[src/common/pic_macros.svh]
`ifndef PIC_MACROS_SVH
`define PIC_MACROS_SVH

// level count and derived widths
`define PIC_LEVELS 8
`define PIC_IDX_W 3
`define PIC_BUS_W 8
`define PIC_BASE_W 5

// icw1 / icw4 fields
`define ICW1_SEL_BIT 4
`define ICW1_LTIM_BIT 3
`define ICW1_IC4_BIT 0
`define ICW4_AEOI_BIT 1

// ocw3 fields, ocw3 vs ocw2 picked by bit 3
`define OCW3_SEL_BIT 3
`define OCW3_POLL_BIT 2
`define OCW3_RR_BIT 1
`define OCW3_RIS_BIT 0

// ocw2 codes, din[7:5]
`define OCW2_NONSPEC_EOI 3'b001
`define OCW2_SPEC_EOI 3'b011

`define POLL_VALID_BIT 7

`endif

[src/common/pic_pkg.sv]
`default_nettype none

`include "pic_macros.svh"

package pic_pkg;

	typedef logic [`PIC_LEVELS-1:0] level_vec_t;
	typedef logic [`PIC_IDX_W-1:0] level_idx_t;
	typedef logic [`PIC_BASE_W-1:0] vector_base_t;
	typedef logic [`PIC_BUS_W-1:0] bus_byte_t;

	// initialization sequence
	typedef enum logic [1:0]
	{
		CMD_READY,
		CMD_WAIT_ICW2,
		CMD_WAIT_ICW4
	} cmd_state_t;

	// acknowledge / poll handling
	typedef enum logic [1:0]
	{
		ACK_IDLE,
		ACK_WAIT_SECOND,
		ACK_POLL_PENDING
	} ack_state_t;

	typedef struct packed
	{
		vector_base_t vec_base;    // icw2[7:3]
		logic         level_trig;  // icw1 ltim
		logic         auto_eoi;
		logic         read_isr;    // ocw3 read select, 0 = irr
		logic         initializing;
	} pic_cfg_t;

	typedef struct packed
	{
		logic req;
		logic isr;
	} cell_state_t;

endpackage

`default_nettype wire

[src/hw/command/pic_command.sv]
`default_nettype none

`include "pic_macros.svh"

module pic_command (
	input  logic                clk,
	input  logic                rst_n,
	input  pic_pkg::bus_byte_t  din,
	input  logic                a0,
	input  logic                wr,
	input  pic_pkg::level_vec_t isr_top,
	output pic_pkg::pic_cfg_t   cfg,
	output pic_pkg::level_vec_t mask,
	output pic_pkg::level_vec_t eoi_clear,
	output logic                poll_armed,
	output logic                init_clear
);

	pic_pkg::cmd_state_t state;
	pic_pkg::cmd_state_t state_nxt;
	logic icw4_needed;
	logic cmd_ready;
	logic icw1_wr;
	logic icw2_wr;
	logic icw4_wr;
	logic ocw1_wr;
	logic ocw2_wr;
	logic ocw3_wr;

	// ######################################################################
	// write decode

	assign cmd_ready = (state == pic_pkg::CMD_READY);

	assign icw1_wr = wr & ~a0 & din[`ICW1_SEL_BIT];  // restarts init from any state
	assign icw2_wr = wr & a0 & (state == pic_pkg::CMD_WAIT_ICW2);
	assign icw4_wr = wr & a0 & (state == pic_pkg::CMD_WAIT_ICW4);
	assign ocw1_wr = wr & a0 & cmd_ready;
	assign ocw2_wr = wr & ~a0 & ~din[`ICW1_SEL_BIT] & ~din[`OCW3_SEL_BIT] & cmd_ready;
	assign ocw3_wr = wr & ~a0 & ~din[`ICW1_SEL_BIT] & din[`OCW3_SEL_BIT] & cmd_ready;

	assign poll_armed = ocw3_wr & din[`OCW3_POLL_BIT];
	assign init_clear = icw1_wr;

	always_comb
	begin
		state_nxt = state;
		if (icw1_wr)
			state_nxt = pic_pkg::CMD_WAIT_ICW2;
		else if (icw2_wr)
			state_nxt = icw4_needed ? pic_pkg::CMD_WAIT_ICW4 : pic_pkg::CMD_READY;
		else if (icw4_wr)
			state_nxt = pic_pkg::CMD_READY;
	end

	// ######################################################################
	// config and mask registers

	always_ff @(posedge clk or negedge rst_n)
	begin
		if (!rst_n)
		begin
			state       <= pic_pkg::CMD_READY;
			icw4_needed <= 1'b0;
			cfg         <= '0;
			mask        <= '1;
		end
		else
		begin
			state            <= state_nxt;
			cfg.initializing <= (state_nxt != pic_pkg::CMD_READY);
			if (icw1_wr)
			begin
				cfg.level_trig <= din[`ICW1_LTIM_BIT];
				cfg.auto_eoi   <= 1'b0;
				cfg.read_isr   <= 1'b0;
				icw4_needed    <= din[`ICW1_IC4_BIT];
				mask           <= '0;  // icw1 clears imr
			end
			if (icw2_wr)
				cfg.vec_base <= din[`PIC_BUS_W-1 -: `PIC_BASE_W];
			if (icw4_wr)
				cfg.auto_eoi <= din[`ICW4_AEOI_BIT];
			if (ocw1_wr)
				mask <= din;
			if (ocw3_wr && din[`OCW3_RR_BIT])
				cfg.read_isr <= din[`OCW3_RIS_BIT];
		end
	end

	// eoi pulse, same cycle as the ocw2 write
	always_comb
	begin
		eoi_clear = '0;
		if (ocw2_wr)
		begin
			case (din[7:5])
				`OCW2_NONSPEC_EOI: eoi_clear = isr_top;
				`OCW2_SPEC_EOI: eoi_clear = pic_pkg::level_vec_t'(1) << din[`PIC_IDX_W-1:0];
				default: eoi_clear = '0;  // rotate codes ignored
			endcase
		end
	end

	// mask only moves after icw1 or an ocw1 taken in ready
	a_mask_ready: assert property (@(posedge clk) disable iff (!rst_n)
		(mask != $past(mask)) |-> $past(cmd_ready || icw1_wr));

endmodule

`default_nettype wire

[src/hw/irq_level_cell.sv]
`default_nettype none

module irq_level_cell (
	input  logic                 clk,
	input  logic                 rst_n,
	input  logic                 irq_line,
	input  logic                 level_trig,
	input  logic                 masked,
	input  logic                 init_clear,
	input  logic                 isr_set,
	input  logic                 isr_clear,
	output pic_pkg::cell_state_t state
);

	logic line_q;
	logic req;
	logic isr;
	logic rise;
	logic req_hit;

	assign rise    = irq_line & ~line_q;
	assign req_hit = level_trig ? irq_line : rise;

	always_ff @(posedge clk or negedge rst_n)
	begin
		if (!rst_n)
		begin
			line_q <= 1'b0;
			req    <= 1'b0;
			isr    <= 1'b0;
		end
		else
		begin
			line_q <= irq_line;
			if (init_clear)
			begin
				req <= 1'b0;
				isr <= 1'b0;
			end
			else
			begin
				if (isr_set)
					req <= 1'b0;  // taken by the ack
				else if (req_hit)
					req <= 1'b1;
				else if (level_trig && !irq_line)
					req <= 1'b0;
				if (isr_set)
					isr <= 1'b1;
				else if (isr_clear)
					isr <= 1'b0;
			end
		end
	end

	// mask hides the request, the bit itself stays latched
	assign state.req = req & ~masked;
	assign state.isr = isr;

	a_set_clear: assert property (@(posedge clk) disable iff (!rst_n)
		!(isr_set && isr_clear));

endmodule

`default_nettype wire

[src/hw/priority_resolver.sv]
`default_nettype none

`include "pic_macros.svh"

module priority_resolver (
	input  logic                                   clk,
	input  logic                                   rst_n,
	input  pic_pkg::cell_state_t [`PIC_LEVELS-1:0] cells,
	input  pic_pkg::level_vec_t                    mask,
	output logic                                   req_valid,
	output pic_pkg::level_idx_t                    req_level,
	output pic_pkg::level_vec_t                    irr,
	output pic_pkg::level_vec_t                    isr,
	output pic_pkg::level_vec_t                    isr_top
);

	pic_pkg::level_vec_t pending;
	pic_pkg::level_idx_t pend_idx;
	pic_pkg::level_idx_t isr_idx;
	logic outranks;

	always_comb
	begin
		for (int i = 0; i < `PIC_LEVELS; i++)
		begin
			irr[i] = cells[i].req;
			isr[i] = cells[i].isr;
		end
	end

	assign pending = irr & ~mask;
	assign isr_top = isr & (~isr + 1'b1);  // lowest set bit, one-hot

	// scan top down so level 0 ends up winning
	always_comb
	begin
		pend_idx = '0;
		isr_idx  = '0;
		for (int i = `PIC_LEVELS - 1; i >= 0; i--)
		begin
			if (pending[i])
				pend_idx = pic_pkg::level_idx_t'(i);
			if (isr[i])
				isr_idx = pic_pkg::level_idx_t'(i);
		end
	end

	assign outranks = (|pending) && (!(|isr) || (pend_idx < isr_idx));

	always_ff @(posedge clk or negedge rst_n)
	begin
		if (!rst_n)
		begin
			req_valid <= 1'b0;
			req_level <= '0;
		end
		else
		begin
			req_valid <= outranks;
			req_level <= pend_idx;
		end
	end

endmodule

`default_nettype wire

[src/hw/ack/pic_ack_sequencer.sv]
`default_nettype none

`include "pic_macros.svh"

module pic_ack_sequencer (
	input  logic                clk,
	input  logic                rst_n,
	input  logic                inta,
	input  logic                rd,
	input  pic_pkg::pic_cfg_t   cfg,
	input  logic                poll_armed,
	input  logic                req_valid,
	input  pic_pkg::level_idx_t req_level,
	input  pic_pkg::level_vec_t irr,
	input  pic_pkg::level_vec_t isr,
	input  pic_pkg::level_vec_t eoi_clear,
	output pic_pkg::level_vec_t isr_set,
	output pic_pkg::level_vec_t isr_clear,
	output logic                intr,
	output pic_pkg::bus_byte_t  dout,
	output logic                dout_valid
);

	pic_pkg::ack_state_t state;
	pic_pkg::ack_state_t state_nxt;
	pic_pkg::level_idx_t ack_level;
	pic_pkg::level_vec_t auto_clear;
	pic_pkg::bus_byte_t poll_byte;
	logic ack_hit;
	logic ack_hold;
	logic ack_start;
	logic poll_rd;
	logic second_ack;

	assign poll_rd    = rd & (state == pic_pkg::ACK_POLL_PENDING);
	assign ack_start  = ~cfg.initializing &
		((inta & (state != pic_pkg::ACK_WAIT_SECOND)) | poll_rd);
	assign second_ack = ~cfg.initializing & inta & (state == pic_pkg::ACK_WAIT_SECOND);

	// ######################################################################
	// sequence

	always_comb
	begin
		state_nxt = state;
		if (cfg.initializing)
			state_nxt = pic_pkg::ACK_IDLE;
		else
		begin
			case (state)
				pic_pkg::ACK_IDLE:
					if (inta)
						state_nxt = pic_pkg::ACK_WAIT_SECOND;
					else if (poll_armed)
						state_nxt = pic_pkg::ACK_POLL_PENDING;
				pic_pkg::ACK_POLL_PENDING:
					if (inta)
						state_nxt = pic_pkg::ACK_WAIT_SECOND;  // inta cancels the poll
					else if (rd)
						state_nxt = pic_pkg::ACK_IDLE;
				pic_pkg::ACK_WAIT_SECOND:
					if (inta)
						state_nxt = pic_pkg::ACK_IDLE;
				default:
					state_nxt = pic_pkg::ACK_IDLE;
			endcase
		end
	end

	assign isr_set    = (ack_start & req_valid) ? pic_pkg::level_vec_t'(1) << req_level : '0;
	assign auto_clear = (second_ack & cfg.auto_eoi & ack_hit) ?
		pic_pkg::level_vec_t'(1) << ack_level : '0;
	assign isr_clear  = eoi_clear | auto_clear;

	always_ff @(posedge clk or negedge rst_n)
	begin
		if (!rst_n)
		begin
			state      <= pic_pkg::ACK_IDLE;
			ack_hit    <= 1'b0;
			ack_hold   <= 1'b0;
			dout_valid <= 1'b0;
		end
		else
		begin
			state      <= state_nxt;
			ack_hold   <= ack_start;  // req_valid is one cycle stale here
			dout_valid <= second_ack | rd;
			if (ack_start)
				ack_hit <= req_valid;
		end
	end

	// no pending request answers zero
	always_comb
	begin
		poll_byte = '0;
		if (req_valid)
		begin
			poll_byte[`POLL_VALID_BIT]    = 1'b1;
			poll_byte[`PIC_IDX_W-1:0] = req_level;
		end
	end

	// ######################################################################
	// data byte

	always_ff @(posedge clk)
	begin
		if (ack_start)
			ack_level <= req_level;
		if (second_ack)
			dout <= {cfg.vec_base, ack_level};  // 8086 form
		else if (poll_rd)
			dout <= poll_byte;
		else if (rd)
			dout <= cfg.read_isr ? isr : irr;
	end

	assign intr = req_valid & ~ack_hold & ~cfg.initializing &
		(state != pic_pkg::ACK_WAIT_SECOND);

	a_valid_pulse: assert property (@(posedge clk) disable iff (!rst_n)
		dout_valid |=> !dout_valid);

endmodule

`default_nettype wire

[src/hw/pic_top.sv]
`default_nettype none

`include "pic_macros.svh"

module pic_top (
	input  logic                clk,
	input  logic                rst_n,
	input  pic_pkg::bus_byte_t  din,
	input  logic                a0,
	input  logic                wr,
	input  logic                rd,
	input  logic                inta,
	input  pic_pkg::level_vec_t irq,
	output pic_pkg::bus_byte_t  dout,
	output logic                dout_valid,
	output logic                intr
);

	pic_pkg::pic_cfg_t cfg;
	pic_pkg::level_vec_t mask;
	pic_pkg::level_vec_t eoi_clear;
	pic_pkg::level_vec_t isr_set;
	pic_pkg::level_vec_t isr_clear;
	pic_pkg::level_vec_t irr;
	pic_pkg::level_vec_t isr;
	pic_pkg::level_vec_t isr_top;
	pic_pkg::level_idx_t req_level;
	pic_pkg::cell_state_t [`PIC_LEVELS-1:0] cells;
	logic poll_armed;
	logic init_clear;
	logic req_valid;

	pic_command u_command (
		.clk        (clk),
		.rst_n      (rst_n),
		.din        (din),
		.a0         (a0),
		.wr         (wr),
		.isr_top    (isr_top),
		.cfg        (cfg),
		.mask       (mask),
		.eoi_clear  (eoi_clear),
		.poll_armed (poll_armed),
		.init_clear (init_clear)
	);

	// one cell per request line
	genvar i;
	generate
		for (i = 0; i < `PIC_LEVELS; i++)
		begin : g_level
			irq_level_cell u_cell (
				.clk        (clk),
				.rst_n      (rst_n),
				.irq_line   (irq[i]),
				.level_trig (cfg.level_trig),
				.masked     (mask[i]),
				.init_clear (init_clear),
				.isr_set    (isr_set[i]),
				.isr_clear  (isr_clear[i]),
				.state      (cells[i])
			);
		end
	endgenerate

	priority_resolver u_resolver (
		.clk       (clk),
		.rst_n     (rst_n),
		.cells     (cells),
		.mask      (mask),
		.req_valid (req_valid),
		.req_level (req_level),
		.irr       (irr),
		.isr       (isr),
		.isr_top   (isr_top)
	);

	pic_ack_sequencer u_ack (
		.clk        (clk),
		.rst_n      (rst_n),
		.inta       (inta),
		.rd         (rd),
		.cfg        (cfg),
		.poll_armed (poll_armed),
		.req_valid  (req_valid),
		.req_level  (req_level),
		.irr        (irr),
		.isr        (isr),
		.eoi_clear  (eoi_clear),
		.isr_set    (isr_set),
		.isr_clear  (isr_clear),
		.intr       (intr),
		.dout       (dout),
		.dout_valid (dout_valid)
	);

endmodule

`default_nettype wire

[config.mk]
export PLATFORM = sky130hd
export DESIGN_NAME = pic_top
export DESIGN_NICKNAME = d
export VERILOG_FILES = /design/src/common/pic_pkg.sv /design/src/hw/command/pic_command.sv /design/src/hw/irq_level_cell.sv /design/src/hw/priority_resolver.sv /design/src/hw/ack/pic_ack_sequencer.sv /design/src/hw/pic_top.sv
export VERILOG_INCLUDE_DIRS = /design/src /design/src/common
export SDC_FILE = /design/constraint.sdc
export NUM_CORES = 1
export LEC_CHECK = 0
export ABC_AREA = 1
export BUFFER_PORTS_ARGS = -buffer_cell sky130_fd_sc_hd__buf_2
export CAP_MARGIN = 20
export CORE_UTILIZATION = 60
export CTS_BUF_LIST = sky130_fd_sc_hd__clkbuf_2
export DETAILED_ROUTE_END_ITERATION = 12
export PLACE_DENSITY_LB_ADDON = 0.12
export SYNTH_ARGS = -nofsm -noshare
export SYNTH_HDL_FRONTEND = slang
export SYNTH_HIERARCHICAL = 1
export SYNTH_SLANG_ARGS = --single-unit
[constraint.sdc]
create_clock -name clk -period 4.7 [get_ports clk]
set_input_delay 0.47 -clock clk [delete_from_list [all_inputs] [get_ports clk]]
set_output_delay 0.47 -clock clk [all_outputs]
set_load 0.01 [all_outputs]
==> impl_metrics.py <==
metrics = {
    "synth": {
        "synth_ff_type": "dfrtp_1",
        "synth_top_area_share": 0.302,
        "yosysSeqAreaShare": 0.448,
        "synthTopCellsByCount": "nand2_1 (143), inv_1 (69), nor2_1 (56)",
        "syn_inst": 496,
        "yosysMostFrequentCell": "nand2_1",
        "synthesis.nets": 520,
        "synth-edff-count": 11,
        "ys_warn_count": 6,
        "avgSynthCellArea_um2": 7.51,
        "async_reset_ff_frac": 0.828,
        "yosysTopAreaCell": "dfrtp_1",
        "synth_cell_types": 29,
        "synth.top_cells.by_area": "dfrtp_1 (30%), nand2_1 (14%), edfxtp_1 (8.9%)",
        "ys_seq_elements": 64,
        "synthesis.area_mm2": 0.00372,
    },
    "detailed_routing": {
        "vias": 3132,
        "wl_met1_um": 3660,
        "wl_per_cell_um": 14.2,
        "final_antenna_net_count": 0,
        "wl_met3_um": 495,
        "finalWirelength_um": 8370,
        "drc_errors": 0,
        "met2WireLength_um": 4010,
        "dr.pass1.iters": 5,
        "top_layer": "met4",
        "drt_iter0_markers": 179,
        "viasPerCell": 5.31,
    },
    "timing": {
        "tightestPinTransition_ns": 0.690,
        "finalCriticalPeriod_ns": 1.95,
        "fin_tns_setup_ns": 0,
        "worst_clock_skew_ns": 0.0281,
        "hold_viol_final": 0,
        "setup_viol": 0,
        "setup_ws_ns": 2.75,
        "max_freq_mhz": 513,
        "rsz0062_at_grt": "no",
        "finalCritPeriodShare": 0.414,
        "slew_headroom": 0.540,
        "finalMaxSlewViolations": 0,
    },
    "power_and_ir_drop": {
        "total_leakage_power_nw": 1.96,
        "power.density_mw_per_mm2": 475,
        "vdd_drop_max_mv": 0.262,
        "total_power_mw": 1.83,
    },
    "clock_network": {
        "cts_max_path_buffers": 2,
        "cts-resized-gates": 0,
        "cts_sinks": 64,
        "post_cts_buffers": 0,
        "path_clk_slew_ns": 0.19,
        "clock_latency_ns": 0.48,
        "cts-buffers-inserted": 9,
        "htree_levels": 3,
        "tritoncts": "done",
        "cts-root-buf": "clkbuf_2",
        "hold_buffers": 0,
    },
    "global_routing": {
        "grt_pass1_vias": 2987,
        "grt_pass1_wl_um": 13700,
        "grt_usage": 0.288,
        "antenna_found_initial": 0,
        "grt_max_degree": 54,
        "grt-ovfl-total": 0,
    },
    "place": {
        "dpl_worst_slack_ns": 2.84,
        "routabilityCongestion": 0.966,
        "placed_cell_area_mm2": 0.00376,
        "dp_hpwl_um": 6350,
        "port_buffers": 31,
    },
    "final_layout": {
        "ff_latch_area_mm2": 0.00167,
        "final_nets": 534,
        "multiInputGateArea_mm2": 0.00154,
        "fill_cells": 556,
        "final_cell_area_mm2": 0.00384,
        "diodes": 0,
        "drive_gt1_frac": 0.188,
        "area_growth_pct": 3.09,
    },
    "worst_setup_path": {
        "cp_max_fo": 4,
        "path_class": "register to output port",
        "endpoint_kind": "output port",
        "cp.required_ns": 4.23,
        "startpoint_type": "register",
        "worstPathArrival_ns": 1.48,
    },
    "run_status": {
        "status": "finished clean",
    },
    "die": {
        "die-height_um": 80.8,
        "die_w_um": 80.8,
        "ios": 32,
        "placementRows": 28,
        "core_mm2": 0.00596,
        "die-area_mm2": 0.00652,
        "start_util": 0.625,
    },
    "min_path": {
        "min_path_type": "primary input to asynchronous set/reset pin",
    },
    "flow_run": {
        "maxCapViolations": 0,
    },
}
-- area by class of cell --
cell class | count | area share
clock buffer | 11 | 0.0143
clock inverter | 5 | 0.00619
inverter | 80 | 0.0782
multi-input combinational | 323 | 0.400
sequential | 64 | 0.434
tap | 75 | 0.0244
timing repair buffer | 32 | 0.0424
-- worst paths after layout --
path / startpoint / to / slack [ns] / cells after the start
max: u_ack/state[0] / intr / 2.75 / 4
max in group asynchronous: rst_n / g_level[2].u_cell/line_q / 4.12 / 2
min: rst_n / u_command/cfg[4] / 0.07 / 2
max reg2reg: g_level[7].u_cell/req / u_resolver/req_valid / 2.84 / 12
min in group clk: irq[1] / g_level[1].u_cell/line_q / 0.11 / 1
min reg2reg: g_level[2].u_cell/line_q / g_level[2].u_cell/req / 0.50 / 3
-- registers in the layout, indices dropped and copies added, names as in the netlist --
register               cells
g_level.u_cell/isr         8
u_command/mask             8
u_resolver/req_level       3
u_ack/state                2
u_command/state            2
u_command/icw4_needed      1
g_level.u_cell/line_q      8
u_ack/dout_valid           1
u_ack/dout                 8
u_ack/ack_level            3
u_resolver/req_valid       1
u_command/cfg              9
u_ack/ack_hold             1
g_level.u_cell/req         8
u_ack/ack_hit              1
-- critical path, cell delays in order, from the launching register on --
cell and delay (ns):
dfrtp_1 0.44, inv_1 0.10, nor2_1 0.08, nor4_1 0.21, buf_2 0.18
-- cells by family after synthesis --
family | share of synthesized area
AOI/OAI and AO/OA | 0.120
adders and majority gates | 0.00672
buffers and inverters | 0.140
DFF | 0.448
and+or+nand+nor | 0.286
-- power breakdown --
group	internal, mW	switching (mW)	total, mW	leakage, nW
registers	0.746	0.146	0.891	0.752
clock network	0.0691	0.192	0.261	0.0629
logic	0.246	0.428	0.673	1.14
total	1.06	0.765	1.83	1.96
-- cell usage in the layout (no fill, tap or decap), drive strengths merged, types with 2 or more instances in the layout --
cell type,count
buf,32
nor3,3
o21bai,8
nand2,145
clkinv,5
dfstp,8
clkbuf,11
inv,80
dfrtp,45
nor4,2
or2,8
a21oi,32
edfxtp,11
nor2,61
nand3,33
ha,2
o21ai,26
-- through the flow --
step                       util  cells  hold WS [ns]
after floorplan               -    496         0.174
after global placement    0.631    574         0.468
after detailed placement  0.631    574         0.473
after CTS                 0.645    590        0.0617
after global routing      0.645    590        0.0511
final                     0.645    590        0.0715
-- metal layers --
metal	up-vias	GRT usage
met5	-	0
met4	0	0.134
met2	114	0.477
met3	17	0.0584
met1	1450	0.364
li1	1551	-
Note: power is estimated with default switching activity, not from simulation.
